`src/design/accel_pkg.sv`:
```
`default_nettype none

package accel_pkg;

    localparam int bus_width      = 16;
    localparam int id_width       = 4;
    localparam int frac_bits      = 8;
    localparam int fifo_depth     = 16;
    localparam int fifo_ptr_width = $clog2(fifo_depth);

    // accelerator ids on the host bus
    localparam logic [id_width-1:0] id_swap = 4'd0;
    localparam logic [id_width-1:0] id_alu  = 4'd5;
    localparam logic [id_width-1:0] id_fifo = 4'd7;

    // signed Q8.8
    typedef logic signed [bus_width-1:0] fixed_t;

    typedef enum logic [1:0] {
        op_add = 2'd0,
        op_sub = 2'd1,
        op_mul = 2'd2
    } alu_op_e;

    typedef struct packed {
        logic [id_width-1:0]  id;
        logic                 read_enable;
        logic                 write_enable;
        logic [bus_width-1:0] write_data;
    } accel_req_t;

    typedef struct packed {
        logic                 can_read;
        logic                 can_write;
        logic [bus_width-1:0] read_data;
    } accel_rsp_t;

    // per target, id already decoded by the hub
    typedef struct packed {
        logic                 read_enable;
        logic                 write_enable;
        logic [bus_width-1:0] write_data;
    } port_req_t;

    typedef struct packed {
        logic                 can_read;
        logic                 can_write;
        logic [bus_width-1:0] read_data;
    } port_rsp_t;

endpackage

`default_nettype wire
```
`src/design/accel_subsystem.sv`:
```
`default_nettype none

module accel_subsystem (
    input  logic                 clk,
    input  logic                 rst_n,
    input  accel_pkg::accel_req_t host_req,
    output accel_pkg::accel_rsp_t host_rsp,
    input  logic                 swap,
    input  logic [7:0]           data,
    input  logic                 data_valid
);
    import accel_pkg::*;

    port_req_t alu_req;
    port_rsp_t alu_rsp;
    port_req_t fifo_req;
    port_rsp_t fifo_rsp;

    logic    alu_start;
    logic    alu_done;
    alu_op_e alu_op;
    fixed_t  alu_a;
    fixed_t  alu_b;
    fixed_t  alu_result;

    accel_hub hub_i (
        .clk      (clk),
        .rst_n    (rst_n),
        .host_req (host_req),
        .host_rsp (host_rsp),
        .swap     (swap),
        .alu_req  (alu_req),
        .alu_rsp  (alu_rsp),
        .fifo_req (fifo_req),
        .fifo_rsp (fifo_rsp)
    );

    // id 5
    alu_accel alu_accel_i (
        .clk      (clk),
        .rst_n    (rst_n),
        .port_req (alu_req),
        .port_rsp (alu_rsp),
        .start    (alu_start),
        .op       (alu_op),
        .a        (alu_a),
        .b        (alu_b),
        .done     (alu_done),
        .result   (alu_result)
    );

    fixed_point_alu alu_i (
        .clk    (clk),
        .rst_n  (rst_n),
        .start  (alu_start),
        .op     (alu_op),
        .a      (alu_a),
        .b      (alu_b),
        .done   (alu_done),
        .result (alu_result)
    );

    // id 7
    byte_fifo_accel fifo_i (
        .clk        (clk),
        .rst_n      (rst_n),
        .data       (data),
        .data_valid (data_valid),
        .port_req   (fifo_req),
        .port_rsp   (fifo_rsp)
    );

endmodule

`default_nettype wire

```
`src/design/accel_hub.sv`:
```
`default_nettype none

module accel_hub (
    input  logic                 clk,
    input  logic                 rst_n,
    input  accel_pkg::accel_req_t host_req,
    output accel_pkg::accel_rsp_t host_rsp,
    input  logic                 swap,
    output accel_pkg::port_req_t  alu_req,
    input  accel_pkg::port_rsp_t  alu_rsp,
    output accel_pkg::port_req_t  fifo_req,
    input  accel_pkg::port_rsp_t  fifo_rsp
);
    import accel_pkg::*;

    logic sel_swap;
    logic sel_alu;
    logic sel_fifo;
    logic swap_read;
    logic swap_pending;

    assign sel_swap = (host_req.id == id_swap);
    assign sel_alu  = (host_req.id == id_alu);
    assign sel_fifo = (host_req.id == id_fifo);

    // enables reach only the addressed target
    assign alu_req.read_enable   = sel_alu && host_req.read_enable;
    assign alu_req.write_enable  = sel_alu && host_req.write_enable;
    assign alu_req.write_data    = host_req.write_data;

    assign fifo_req.read_enable  = sel_fifo && host_req.read_enable;
    assign fifo_req.write_enable = sel_fifo && host_req.write_enable;
    assign fifo_req.write_data   = host_req.write_data;

    assign swap_read = sel_swap && host_req.read_enable;

    // status and read data merge, unknown ids stay zero
    always_comb begin
        host_rsp = '0;
        case (host_req.id)
            id_swap: host_rsp.can_read = swap_pending;
            id_alu: begin
                host_rsp.can_read  = alu_rsp.can_read;
                host_rsp.can_write = alu_rsp.can_write;
                host_rsp.read_data = alu_rsp.read_data;
            end
            id_fifo: begin
                host_rsp.can_read  = fifo_rsp.can_read;
                host_rsp.can_write = fifo_rsp.can_write;
                host_rsp.read_data = fifo_rsp.read_data;
            end
            default: ;
        endcase
    end

    // starts set so the first frame can be taken
    always_ff @(posedge clk) begin
        if (!rst_n) begin
            swap_pending <= 1'b1;
        end else if (swap) begin
            swap_pending <= 1'b1;
        end else if (swap_read) begin
            swap_pending <= 1'b0;
        end
    end

    read_only_when_allowed: assert property (
        @(posedge clk) disable iff (!rst_n)
        host_req.read_enable |-> host_rsp.can_read
    );

    write_only_when_allowed: assert property (
        @(posedge clk) disable iff (!rst_n)
        host_req.write_enable |-> host_rsp.can_write
    );

endmodule

`default_nettype wire

```
`src/design/byte_fifo_accel.sv`:
```
`default_nettype none

module byte_fifo_accel (
    input  logic                clk,
    input  logic                rst_n,
    input  logic [7:0]          data,
    input  logic                data_valid,
    input  accel_pkg::port_req_t port_req,
    output accel_pkg::port_rsp_t port_rsp
);
    import accel_pkg::*;

    logic [7:0] mem [fifo_depth];

    logic [fifo_ptr_width-1:0] wr_ptr;
    logic [fifo_ptr_width-1:0] rd_ptr;
    logic [fifo_ptr_width:0]   count;

    logic full;
    logic empty;
    logic push;
    logic pop;

    assign full  = (count == (fifo_ptr_width + 1)'(fifo_depth));
    assign empty = (count == '0);

    // stream bytes dropped while full
    assign push = data_valid && !full;
    assign pop  = port_req.read_enable && !empty;

    // pointers wrap at the power of two depth
    always_ff @(posedge clk) begin
        if (!rst_n) begin
            wr_ptr <= '0;
            rd_ptr <= '0;
            count  <= '0;
        end else begin
            if (push) begin
                wr_ptr <= wr_ptr + 1'b1;
            end
            if (pop) begin
                rd_ptr <= rd_ptr + 1'b1;
            end
            case ({push, pop})
                2'b10:   count <= count + 1'b1;
                2'b01:   count <= count - 1'b1;
                default: ;
            endcase
        end
    end

    always_ff @(posedge clk) begin
        if (push) begin
            mem[wr_ptr] <= data;
        end
    end

    assign port_rsp.can_read  = !empty;
    assign port_rsp.can_write = 1'b0;
    assign port_rsp.read_data = {{(bus_width - 8){1'b0}}, mem[rd_ptr]};

    count_in_range: assert property (
        @(posedge clk) disable iff (!rst_n)
        count <= (fifo_ptr_width + 1)'(fifo_depth)
    );

endmodule

`default_nettype wire

```
`src/design/alu_accel.sv`:
```
`default_nettype none

module alu_accel (
    input  logic                clk,
    input  logic                rst_n,
    input  accel_pkg::port_req_t port_req,
    output accel_pkg::port_rsp_t port_rsp,
    output logic                start,
    output accel_pkg::alu_op_e   op,
    output accel_pkg::fixed_t    a,
    output accel_pkg::fixed_t    b,
    input  logic                done,
    input  accel_pkg::fixed_t    result
);
    import accel_pkg::*;

    typedef enum logic [2:0] {
        st_a,
        st_b,
        st_op,
        st_busy,
        st_ready
    } state_e;

    state_e state;
    fixed_t held_result;

    always_ff @(posedge clk) begin
        if (!rst_n) begin
            state <= st_a;
            start <= 1'b0;
        end else begin
            start <= 1'b0;
            case (state)
                st_a:     if (port_req.write_enable) state <= st_b;
                st_b:     if (port_req.write_enable) state <= st_op;
                st_op: begin
                    if (port_req.write_enable) begin
                        state <= st_busy;
                        start <= 1'b1;
                    end
                end
                st_busy:  if (done) state <= st_ready;
                st_ready: if (port_req.read_enable) state <= st_a;
                default:  state <= st_a;
            endcase
        end
    end

    // operand and result registers
    always_ff @(posedge clk) begin
        if (port_req.write_enable) begin
            case (state)
                st_a:    a <= port_req.write_data;
                st_b:    b <= port_req.write_data;
                st_op:   op <= alu_op_e'(port_req.write_data[1:0]);
                default: ;
            endcase
        end
        if (state == st_busy && done) begin
            held_result <= result;
        end
    end

    assign port_rsp.can_read  = (state == st_ready);
    assign port_rsp.can_write = (state == st_a) || (state == st_b) || (state == st_op);
    assign port_rsp.read_data = held_result;

    done_only_when_busy: assert property (
        @(posedge clk) disable iff (!rst_n)
        done |-> state == st_busy
    );

endmodule

`default_nettype wire

```
`src/design/fixed_point_alu.sv`:
```
`default_nettype none

module fixed_point_alu (
    input  logic              clk,
    input  logic              rst_n,
    input  logic              start,
    input  accel_pkg::alu_op_e op,
    input  accel_pkg::fixed_t  a,
    input  accel_pkg::fixed_t  b,
    output logic              done,
    output accel_pkg::fixed_t  result
);
    import accel_pkg::*;

    logic    s1_valid;
    alu_op_e s1_op;
    fixed_t  s1_a;
    fixed_t  s1_b;

    logic signed [2*bus_width-1:0] product;
    fixed_t                        shifted;
    fixed_t                        s2_value;

    // stage one valid and done pipeline
    always_ff @(posedge clk) begin
        if (!rst_n) begin
            s1_valid <= 1'b0;
            done     <= 1'b0;
        end else begin
            s1_valid <= start;
            done     <= s1_valid;
        end
    end

    // operand capture
    always_ff @(posedge clk) begin
        if (start) begin
            s1_op <= op;
            s1_a  <= a;
            s1_b  <= b;
        end
    end

    // full precision product with the extra fraction dropped
    always_comb begin
        product = s1_a * s1_b;
        shifted = fixed_t'(product >>> frac_bits);
        case (s1_op)
            op_add:  s2_value = s1_a + s1_b;
            op_sub:  s2_value = s1_a - s1_b;
            op_mul:  s2_value = shifted;
            default: s2_value = s1_a + s1_b;
        endcase
    end

    always_ff @(posedge clk) begin
        if (s1_valid) begin
            result <= s2_value;
        end
    end

    done_two_after_start: assert property (
        @(posedge clk) disable iff (!rst_n)
        start |-> ##2 done
    );

endmodule

`default_nettype wire

```
`config.mk`:
```
export PLATFORM = sky130hd
export DESIGN_NAME = accel_subsystem
export DESIGN_NICKNAME = d
export VERILOG_FILES = /design/src/design/accel_pkg.sv /design/src/design/accel_subsystem.sv /design/src/design/accel_hub.sv /design/src/design/byte_fifo_accel.sv /design/src/design/alu_accel.sv /design/src/design/fixed_point_alu.sv
export SDC_FILE = /design/constraint.sdc
export NUM_CORES = 1
export LEC_CHECK = 0
export ABC_AREA = 1
export BUFFER_PORTS_ARGS = -buffer_cell sky130_fd_sc_hd__buf_4
export CAP_MARGIN = 20
export CORE_MARGIN = 3
export CORE_UTILIZATION = 30
export DETAILED_ROUTE_END_ITERATION = 12
export PLACE_DENSITY = 0.56
export SKIP_CTS_REPAIR_TIMING = 1
export SYNTH_ARGS = -nofsm -noshare
export SYNTH_HDL_FRONTEND = slang
export SYNTH_SLANG_ARGS = --single-unit
```
`constraint.sdc`:
```
create_clock -name clk -period 5.3 [get_ports clk]
set_clock_uncertainty 0.15 [all_clocks]
set_input_delay 1.06 -clock clk [delete_from_list [all_inputs] [get_ports clk]]
set_output_delay 1.06 -clock clk [all_outputs]
set_load 0.005 [all_outputs]
```
### Word-level counts from Yosys, hierarchy flattened

Memories as Yosys holds them, arrays and structs flattened. A register that Yosys moved wholly into a read port is not among the register bits.
Cells that the tools add are included.

* bits of input ports: 34
* memory bits (writable): 128
* register bits after elaboration: 120
* word-level logic and storage cells: 77
* bits in latches: 0
* ROM bits: 0
* output and inout port bits: 18
* memories: 1

Memory list
* fifo_i.mem: depth 16, width 8, read ports 1, clocked after Yosys merged registers in 1, write ports 1, line byte_fifo_accel.sv:13 `logic [7:0] mem [fifo_depth];`

* add/subtract/negate cells: 6
* equal/unequal tests: 16
* bitwise logic cells: 1
* shift operators: 0
* order comparisons: 0
* reductions and logical operators: 21
* div/mod/pow operators: 0
* $mul: 1
* multiplexer cells: 15

Operators by type and width (number)
* 17-bit one-hot mux with 2 select lines: 1
* 16-bit one-hot mux with 2 select lines: 1
* 16-bit by 16-bit multiplier with 24-bit output: 1
* 16-bit adder: 1
* 16-bit subtractor: 1
* 3-bit two-way mux: 5
* 3-bit one-hot mux with 5 select lines: 1
* 2-bit by 1-bit inequality test with 1-bit output, second input constant: 5
* 5-bit one-hot mux with 2 select lines: 1
* 4-bit by 1-bit adder with 4-bit output, second input constant: 2
* 4-bit by 3-bit equality test with 1-bit output, second input constant: 2
* 4-bit two-way mux: 2
* 2-bit AND reduction: 4
* 1-bit logical AND: 7
* 3-bit by 2-bit equality test with 1-bit output, second input constant: 2
* 5-bit by 1-bit adder with 5-bit output, second input constant: 1
* 5-bit equality test, second input constant: 1
* 5-bit zero test: 1
* 5-bit AND reduction: 1
* 5-bit by 1-bit subtractor with 5-bit output, second input constant: 1
* 2-bit by 1-bit equality test with 1-bit output, second input constant: 2
* 2-bit equality test, second input constant: 2
* 4-bit zero test: 1
* 3-bit by 1-bit equality test with 1-bit output, second input constant: 1
* 9 further kinds: 13

### Longest topological paths before layout

Gate-level depths: netlist of the first run.

* depth in word-level cells: 5
* mapped depth: 31
* depth with buffers taken out: 29

### Hierarchy

From an unflattened synthesis of the first run, not the netlist that was laid out.

* cell total of the unflattened synthesis: 2135
* area, all modules: 19607.6 µm²

Modules (own cells, without submodules)
* fixed_point_alu: area an instance 11040.6 µm², cells an instance 1445, times used 1
* byte_fifo_accel: area an instance 6124.6 µm², cells an instance 483, times used 1
* alu_accel: area an instance 1761.7 µm², cells an instance 92, times used 1
* accel_hub: area an instance 680.7 µm², cells an instance 115, times used 1

### Least setup slack after synthesis of the first run

OpenSTA, ideal clock, no wires.

* path type: reg2reg
* from: reg alu_i.s1_a[7]
* to: reg alu_i.result[14] (data pin)
* required time: 4.893 ns
* setup slack: -0.325 ns
* cell stages (with the launch flop): 25
* data arrival time: 5.218 ns
* buffers on the path: 2
* cell sequence: edfxtp_1 clkbuf_1 clkbuf_1 nand2_1 fa_1 inv_1 fa_1 inv_1 fa_1 inv_1 fa_1 fa_1 inv_1 fa_1 inv_1 ha_1 nand2_1 nor2_1 inv_1 nor4_2 nand3_1 nand3_1 nand2_1 nand2_1 o21ai_1

* longest elaborated chain between the ends: 2
* elaborated cells on any way between the ends: 4

RTL lines
* start: declaration: line fixed_point_alu.sv:17 `fixed_t s1_a;`
* start signal: assignment: line fixed_point_alu.sv:39 `s1_a <= a;`
* 16-bit by 16-bit multiplier with 24-bit output (tied with other cells): line fixed_point_alu.sv:46 `product = s1_a * s1_b;`
* 16-bit one-hot mux with 2 select lines (*): line fixed_point_alu.sv:48 `case (s1_op)`
* net alu_i.s2_value[14]: line fixed_point_alu.sv:22 `fixed_t s2_value;`
* end signal: assignment: line fixed_point_alu.sv:58 `result <= s2_value;`
* end: declaration: line fixed_point_alu.sv:11 `output accel_pkg::fixed_t result`

Mark *: on every way through the listed nets, which the timed path passes. The rest lies on a longest branch.
A chain may end at the register's enable or synchronous reset.

### Worst setup path in the final report of the first run

* from: reg alu_i.s1_a[9]
* to: reg alu_i.result[15] (data pin)

Same word-level chain as after synthesis.

==> impl_metrics.json, run 1 <==
{
  "status": "complete, but fails checks",
  "violations": "negative setup slack",
  "layout-drive-gt1-share_pct": 17.4,
  "critPathArrivalTime_ps": 5750,
  "critPathTopFamily": "adder cells",
  "clock_sinks": 252,
  "synth-seq-cells": 252,
  "h-tree-depth": 1,
  "fin_util_pct": 36.8,
  "holdPathStages": 0,
  "n_fill_cell": 6265,
  "finalSetupViolations": 11,
  "nets": 2496,
  "grt_pass1_wl_mm": 78.8,
  "core_um2": 62300,
  "netlist_top_cells_area": "edfxtp_1 (36%), fa_1 (20%), inv_1 (9.7%)",
  "synth_top_area_share_pct": 35.9,
  "postSynthAreaPerCell_um2": 9.48,
  "overflow": 0,
  "finalCritPeriodShare_pct": 105,
  "dp_hpwl_mm": 38.6,
  "p_leak_nw": 10.7,
  "cts.clk_slew.worst_paths_ps": 60,
  "synthSimpleGateAreaFrac_pct": 13.1,
  "clockBufferDepth": 3,
  "wire_per_inst_um": 16.3,
  "fin_tns_setup_ps": -2490,
  "required_ps": 5460,
  "final_cells": 3037,
  "ys_seq_area_share_pct": 38.4,
  "cts_tree": "built",
  "r2r-start": "alu_i.s1_a[9]",
  "drc": 0,
  "worst_hold_slack_ps": 266,
  "start_util_pct": 30.6,
  "synth_edf_count": 228,
  "grt_pass1_vias": 14341,
  "yosysWarnings": 0,
  "drt_iter0_drc": 807,
  "yosys_most_used_dff": "edfxtp_1",
  "r2r_setup_slack_ps": -280,
  "hold_path.class": "flip-flop to flip-flop",
  "cts_buffers": 27,
  "ir_drop_mv": 0.246,
  "synthXorXnorAreaFrac_pct": 1.29,
  "clock_latency_ps": 560,
  "synth.area.mux_share_pct": 1.73,
  "multi_input_area_um2": 9920,
  "min_from": "alu_accel_i.b[8]",
  "r2r_cells": 23,
  "yosys.area.top_type": "edfxtp_1",
  "drt_wl_total_mm": 49.5,
  "placed_cells": 2965,
  "antenna_found_initial": 1,
  "synth_top_family_by_area": "adder cells",
  "worstMarginPinSlew_ps": 833,
  "grt_max_degree": 72,
  "synth_most_common_cell": "inv_1",
  "io_buffers": 51,
  "io_pins": 52,
  "cpMaxStageDelayCell": "fa_1",
  "viasPerCell": 4.52,
  "syn_nets": 2327,
  "critPathBufInv": 6,
  "fin_crit_ps": 5580,
  "dp_slack_ps": -489,
  "diodes": 0,
  "yosysUniqueCellTypes": 56,
  "netlist_area_um2": 19100,
  "worst_slack_ps": -283,
  "worst-setup-path-type": "flip-flop to flip-flop",
  "critPathCaptureType": "flip-flop",
  "track_usage_pct": 15.0,
  "max_stage_delay_ps": 520,
  "num_vias": 13721,
  "cp_common_cell": "fa_1",
  "yosys-top-cells-count": "inv_1 (492), nand2_1 (397), edfxtp_1 (228)",
  "r2r-end": "alu_i.result[15]",
  "crit_fanout": 9,
  "clock.fmax_mhz": 179,
  "cap_violations": 0,
  "path_cells": "buf_12 -> buf_4 -> nand2_1 -> fa_1 -> fa_1 -> fa_1 -> inv_1 -> fa_1 -> fa_1 -> inv_1 -> fa_1 -> inv_1 -> ha_4 -> a21o_1 -> nand3_1 -> nand2_1 -> a21oi_2 -> or2_0 -> nand3_1 -> inv_1 -> nand2_1 -> nand3_1 -> nand2_1",
  "critPathLaunchType": "flip-flop",
  "async_flop_share_pct": 0,
  "dieWidth_um": 258,
  "antenna_left": 0,
  "num_rows": 91,
  "die_area_um2": 66600,
  "finalWeightedCongestion": 0.898,
  "firstDrtPassIters": 7,
  "area_growth_pct": 20.3,
  "synth_compound_area_share_pct": 7.46,
  "synthAdderAreaFrac_pct": 26.0,
  "rsz0062_at_grt": "yes",
  "root_buffer": "clkbuf_16",
  "hold_viol": 0,
  "seq_area_um2": 7330,
  "syn_inst": 2010,
  "report.final.slew_viol_count": 0,
  "min_to": "alu_i.s1_b[8]",
  "die_y_um": 258,
  "powerDensity_nw_per_um2": 187,
  "slew_headroom_pct": 44.2
}
logic make-up (layout without fill, tap and decap cells):
family	after synthesis	count (layout)
buffers and inverters	578	768
AND/OR/NAND/NOR	595	595
adder cells (fa/ha/maj)	283	283
multiplexers	33	33
flip-flops	252	252
AO/OA/AOI/OAI	241	241
XOR/XNOR	28	28
metrics by stage:
stage               total power, mW  cell area (um2)
global placement               2.41            21500
detailed placement             2.41            21500
global route                   4.43            22900
finish                         4.28            22900
floorplan                      2.32            19300
CTS                            4.32            22400
cell usage in the layout, fill, tap and decap left out, types with 6 or more instances in the layout:
cell       count
a21o_1         7
a21oi_1       90
buf_12        12
buf_4        191
buf_6         15
clkbuf_1       7
clkbuf_16     29
dfxtp_1       23
edfxtp_1     228
fa_1         179
fa_2           9
ha_1          81
ha_4          13
inv_1        480
inv_2         19
mux2i_1       33
nand2_1      381
nand2_2       18
nand2_4        9
nand3_1       47
nand3b_1       7
nor2_1        85
nor2_2         6
nor2_4         9
nor3_1         7
o211ai_1      32
o21ai_0       59
o21ai_1       12
o31ai_1        9
xnor2_1       10
xor2_1        16
worst max path at each step:
stage / cells after the start / from / to / slack [ps]
after detailed placement: 21 / alu_i.s1_a[5] / alu_i.result[12] / -490
after global placement: 21 / alu_i.s1_a[5] / alu_i.result[12] / -500
final: 23 / alu_i.s1_a[9] / alu_i.result[15] / -280
after CTS: 21 / alu_i.s1_a[5] / alu_i.result[12] / -500
after floorplan: 24 / alu_i.s1_b[7] / alu_i.result[14] / -9
after global routing: 24 / alu_i.s1_b[4] / alu_i.result[15] / -510
where the power goes:
| group | internal, mW | switching (mW) | total, mW |
|---|---|---|---|
| Sequential | 2.18 | 0.0106 | 2.19 |
| Clock | 1.12 | 0.777 | 1.90 |
| Combinational | 0.0776 | 0.119 | 0.197 |
| Total | 3.37 | 0.906 | 4.28 |
flip-flops by register name, indices dropped and copies added, names as in the netlist, 3 cells and up, named ones only:
signal	flops
fifo_i.wr_ptr	4
fifo_i.mem	128
alu_i.result	16
fifo_i.rd_ptr	4
alu_accel_i.a	16
alu_i.s1_b	16
alu_accel_i.held_result	16
alu_accel_i.state	3
alu_i.s1_a	16
fifo_i.count	5
alu_accel_i.b	16
worst reg2reg max path, delay by kind of cell (launching register included):
family	cells	cell delay [ps]
buf+inv	6	560
simple gates	8	610
fa+ha+maj	7	3210
compound gates	2	380
flops	1	420
per-layer routing:
layer  vias to the layer above  GRT usage (%)  wire, um
li1                       6592              -         -
met1                      6808           19.5     21900
met2                       245           26.7     24700
met3                        74           2.03      1830
met4                         2           3.30      1030
met5                         -              0        18
layout make-up:
type | count | share of cell area (%)
Multi-Input combinational cell | 1180 | 43.3
Sequential cell | 252 | 32.0
Inverter | 500 | 8.19
Timing Repair Buffer | 218 | 8.04
Tap cell | 837 | 4.57
Clock buffer | 41 | 3.58
Clock inverter | 9 | 0.377
No activity file was read; power rests on OpenSTA's default activity.
==> run 2: changes to the inputs <==
--- a/config.mk
+++ b/config.mk
@@ -11,7 +11,7 @@
 export CORE_MARGIN = 3
 export CORE_UTILIZATION = 30
 export DETAILED_ROUTE_END_ITERATION = 12
-export PLACE_DENSITY = 0.56
+export PLACE_DENSITY_LB_ADDON = 0.08
 export SKIP_CTS_REPAIR_TIMING = 1
 export SYNTH_ARGS = -nofsm -noshare
 export SYNTH_HDL_FRONTEND = slang
==> run 2 against run 1 <==
Effect of this change:
- the flow still finishes with violations (negative setup slack)
- non-clock buffer count did not move
- final area rose by 1.3%
- worst setup slack got worse by 180 ps
- hold slack got worse by 9.0 ps
- core utilization rose by 0.49 points
- total power barely moved
- clock power barely moved
- critical path type unchanged
- largest cell class unchanged
- highest routed layer is now met4
==> impl_metrics.json, run 2 (synthesis results as in run 1) <==
{
  "total_power_mw": 4.28,
  "drt_iter0_drc": 715,
  "rsz0062_at_grt": "yes",
  "wire_per_inst_um": 17.9,
  "critPathArrivalTime_ps": 5920,
  "report.final.slew_viol_count": 0,
  "io_pins": 52,
  "holdPathStages": 0,
  "worst_slack_ps": -465,
  "cts_buffers": 28,
  "violations": "negative setup slack",
  "antenna_left": 0,
  "critPathBufInv": 5,
  "root_buffer": "clkbuf_16",
  "cpMaxStageDelayCell": "fa_1",
  "clock_sinks": 252,
  "hold_viol": 0,
  "cap_violations": 0,
  "firstDrtPassIters": 5,
  "area_growth_pct": 21.9,
  "finalWeightedCongestion": 0.814,
  "drc": 0,
  "clockBufferDepth": 3,
  "io_buffers": 51,
  "fin_tns_setup_ps": -3800,
  "layout_commonest_cell": "inv_1",
  "diodes": 0,
  "finalSetupViolations": 12,
  "critPathCaptureType": "flip-flop",
  "dieWidth_um": 258,
  "die_area_um2": 66600,
  "startpoint": "alu_i.s1_b[13]",
  "ir_drop_mv": 0.230,
  "r2r_setup_slack_ps": -470,
  "r2r-start": "alu_i.s1_b[13]",
  "fin_crit_ps": 5770,
  "viasPerCell": 4.44,
  "start_util_pct": 30.6,
  "core_um2": 62300,
  "critPathTopFamily": "adder cells",
  "largest_register_ffs": 128,
  "h-tree-depth": 1,
  "path_cells": "buf_4 -> nand2_1 -> inv_1 -> fa_1 -> fa_1 -> fa_1 -> fa_1 -> fa_1 -> inv_1 -> fa_1 -> inv_1 -> ha_4 -> buf_4 -> a21oi_2 -> o21ai_0 -> a211oi_2 -> nand3_2 -> o21ai_2 -> nand2_1",
  "clock_latency_ps": 560,
  "n_fill_cell": 6309,
  "min_to": "alu_accel_i.held_result[2]",
  "min_from": "alu_i.result[2]",
  "dp_hpwl_mm": 42.5,
  "drt_wl_total_mm": 54.5,
  "worstMarginPinSlew_ps": 957,
  "track_usage_pct": 16.5,
  "max_stage_delay_ps": 560,
  "grt_max_degree": 59,
  "powerDensity_nw_per_um2": 184,
  "top_register": "fifo_i.mem",
  "final_cells": 3039,
  "die_y_um": 258,
  "required_ps": 5450,
  "seq_area_um2": 7330,
  "num_vias": 13488,
  "cts.clk_slew.worst_paths_ps": 60,
  "p_leak_nw": 10.7,
  "crit_fanout": 6,
  "cp_common_cell": "fa_1",
  "finalCritPeriodShare_pct": 109,
  "cts_tree": "built",
  "num_rows": 91,
  "slew_headroom_pct": 36.1,
  "antenna_found_initial": 0,
  "placed_cells": 2970,
  "layout-drive-gt1-share_pct": 19.5,
  "nets": 2497,
  "worst_hold_slack_ps": 257,
  "grt_pass1_wl_mm": 84.6,
  "clock.fmax_mhz": 173,
  "r2r_cells": 19,
  "critPathLaunchType": "flip-flop",
  "r2r-end": "alu_i.result[13]",
  "hold_path.class": "flip-flop to flip-flop",
  "grt_pass1_vias": 14220,
  "worst-setup-path-type": "flip-flop to flip-flop",
  "layout_common_cells": "inv_1 (465), nand2_1 (369), edfxtp_1 (228), fa_1 (180), buf_4 (169)",
  "overflow": 0,
  "multi_input_area_um2": 10100,
  "dp_slack_ps": -713,
  "status": "complete, but fails checks"
}
[run 2: where the power goes]
group          leakage (nW)  internal, mW  switching (mW)  total, mW
Sequential             2.25          2.17          0.0104       2.19
Clock                 0.436          1.07           0.824       1.89
Combinational          8.06        0.0799           0.125      0.205
Total                  10.7          3.32           0.959       4.28
[run 2: cell type report]
class                   count  share of cell area [%]
flip-flops and latches    252                    31.6
repair buffers            218                    8.67
multi-input cells        1180                    43.3
clock inverters            21                   0.743
inverters                 500                    8.11
clock buffers              31                    3.06
well taps                 837                    4.51
[run 2: how the worst max path moves through the flow]
stage                       endpoint  slack (ps)  cells past startpoint
floorplan           alu_i.result[14]          -9                     24
global placement    alu_i.result[13]        -720                     21
detailed placement   alu_i.result[7]        -710                     22
CTS                  alu_i.result[7]        -740                     22
global route        alu_i.result[13]        -700                     20
finish              alu_i.result[13]        -470                     19
[run 2: layer usage]
metal | part of all wire (%) | vias to the layer above | track usage (%)
met1 | 46 | 6644 | 22.1
met4 | 2.1 | 0 | 3.24
met2 | 50 | 189 | 29.2
li1 | - | 6597 | -
met3 | 2.7 | 58 | 1.75
met5 | 0 | - | 0
[run 2: through the flow]
step,utilization [%],area [um2]
final,37.3,23200
after global routing,37.3,23200
after global placement,34.7,21600
after detailed placement,34.7,21600
after floorplan,-,19300
after CTS,36.1,22500
==> run 3: changes to the inputs <==
--- a/config.mk
+++ b/config.mk
@@ -12,6 +12,7 @@
 export CORE_UTILIZATION = 30
 export DETAILED_ROUTE_END_ITERATION = 12
 export PLACE_DENSITY_LB_ADDON = 0.08
+export RECOVER_POWER = 25
 export SKIP_CTS_REPAIR_TIMING = 1
 export SYNTH_ARGS = -nofsm -noshare
 export SYNTH_HDL_FRONTEND = slang
==> run 3 against run 2 <==
Effect of this change:
- the run still ends with negative setup slack left
- worst setup slack improved by 18 ps
- largest cell class unchanged
- register-to-register slack gained 20 ps
- final area fell by 0.21%
- critical endpoint unchanged
- global-route usage is the same
- sequential share of layout area rose by 0.066 points
==> impl_metrics.json, run 3 (synthesis results as in run 1) <==
{
  "root_buffer": "clkbuf_16",
  "antenna_left": 0,
  "dp_hpwl_mm": 42.5,
  "cts_tree": "built",
  "r2r_cells": 19,
  "grt_pass1_vias": 14220,
  "worstMarginPinSlew_ps": 982,
  "path_cells": "buf_4 -> nand2_1 -> inv_1 -> fa_1 -> fa_1 -> fa_1 -> fa_1 -> fa_1 -> inv_1 -> fa_1 -> inv_1 -> ha_4 -> buf_4 -> a21oi_2 -> o21ai_0 -> a211oi_2 -> nand3_2 -> o21ai_2 -> nand2_1",
  "layout-drive-gt1-share_pct": 18.9,
  "io_pins": 52,
  "ir_drop_mv": 0.229,
  "violations": "negative setup slack",
  "core_um2": 62300,
  "num_rows": 91,
  "die_area_um2": 66600,
  "firstDrtPassIters": 5,
  "hold_path.class": "flip-flop to flip-flop",
  "die_y_um": 258,
  "nets": 2497,
  "critPathLaunchType": "flip-flop",
  "slew_headroom_pct": 34.5,
  "p_leak_nw": 10.7,
  "io_buffers": 51,
  "holdPathStages": 0,
  "num_vias": 13530,
  "clock.fmax_mhz": 174,
  "hold_viol": 0,
  "layout_common_cells": "inv_1 (465), nand2_1 (369), edfxtp_1 (228), fa_1 (180), buf_4 (148)",
  "finalCritPeriodShare_pct": 108,
  "finalWeightedCongestion": 0.814,
  "cap_violations": 0,
  "cpMaxStageDelayCell": "fa_1",
  "critPathArrivalTime_ps": 5900,
  "powerDensity_nw_per_um2": 185,
  "largest_register_ffs": 128,
  "worst_slack_ps": -447,
  "viasPerCell": 4.45,
  "top_register": "fifo_i.mem",
  "required_ps": 5450,
  "fin_crit_ps": 5750,
  "clock_sinks": 252,
  "max_stage_delay_ps": 560,
  "drt_wl_total_mm": 54.5,
  "start_util_pct": 30.6,
  "antenna_found_initial": 0,
  "placed_cells": 2970,
  "report.final.slew_viol_count": 0,
  "diodes": 0,
  "drt_iter0_drc": 750,
  "clockBufferDepth": 3,
  "track_usage_pct": 16.5,
  "fin_util_pct": 37.2,
  "dieWidth_um": 258,
  "worst-setup-path-type": "flip-flop to flip-flop",
  "area_growth_pct": 21.6,
  "cts.clk_slew.worst_paths_ps": 60,
  "h-tree-depth": 1,
  "worst_hold_slack_ps": 256,
  "clock_latency_ps": 560,
  "finalSetupViolations": 12,
  "critPathCaptureType": "flip-flop",
  "grt_max_degree": 59,
  "cp_common_cell": "fa_1",
  "rsz0062_at_grt": "yes",
  "layout_commonest_cell": "inv_1",
  "wire_per_inst_um": 17.9,
  "overflow": 0,
  "status": "complete, but fails checks",
  "drc": 0,
  "grt_pass1_wl_mm": 84.6,
  "crit_fanout": 6,
  "cts_buffers": 28,
  "final_cells": 3039
}
## run 3: metal layers
layer,GRT usage (%),share of wire [%],up-vias
met1,22.1,45,6682
met5,0,0,-
met3,1.75,2.7,57
met2,29.2,50,193
li1,-,-,6598
met4,3.24,2.2,0
## run 3: power by group
part / switching, mW / internal, mW / leakage [nW]
logic: 0.125 / 0.0753 / 8.01
clock network: 0.822 / 1.07 / 0.436
registers: 0.0103 / 2.18 / 2.25
## run 3: final timing paths
kind	startpoint	to	slack (ps)
setup reg to reg	alu_i.s1_b[13]	alu_i.result[13]	-450
hold reg to reg	alu_i.result[2]	alu_accel_i.held_result[2]	260
setup / recovery	alu_i.s1_b[13]	alu_i.result[13]	-450
hold / removal	alu_i.result[2]	alu_accel_i.held_result[2]	260
## run 3: layout make-up
type | instances | area (um2)
well taps | 837 | 1050
clock inverters | 21 | 173
multi-input cells | 1180 | 10100
repair buffers | 218 | 1970
clock buffers | 31 | 712
inverters | 500 | 1880
fillers | 6327 | 39100
flip-flops and latches | 252 | 7330
## run 3: through the flow
step / total power, mW / area (um2) / setup TNS, ps / setup WS, ps
2_1_floorplan: 2.32 / 19300 / -13.7 / -8.83
3_3_place_gp: 2.42 / 21600 / -7360 / -725
3_5_place_dp: 2.42 / 21600 / -7070 / -713
4_1_cts: 4.33 / 22500 / -7300 / -736
5_1_grt: 4.45 / 23200 / -6740 / -699
6_report: 4.28 / 23200 / -3860 / -447
## run 3: worst max-delay path: cells and delay by family, from the launching register on
family | cells | cell delay, ps
AND/OR/NAND/NOR | 3 | 280
AO/OA/AOI/OAI | 4 | 810
adder cells (fa/ha/maj) | 7 | 3170
buffers and inverters | 5 | 550
flip-flops | 1 | 540
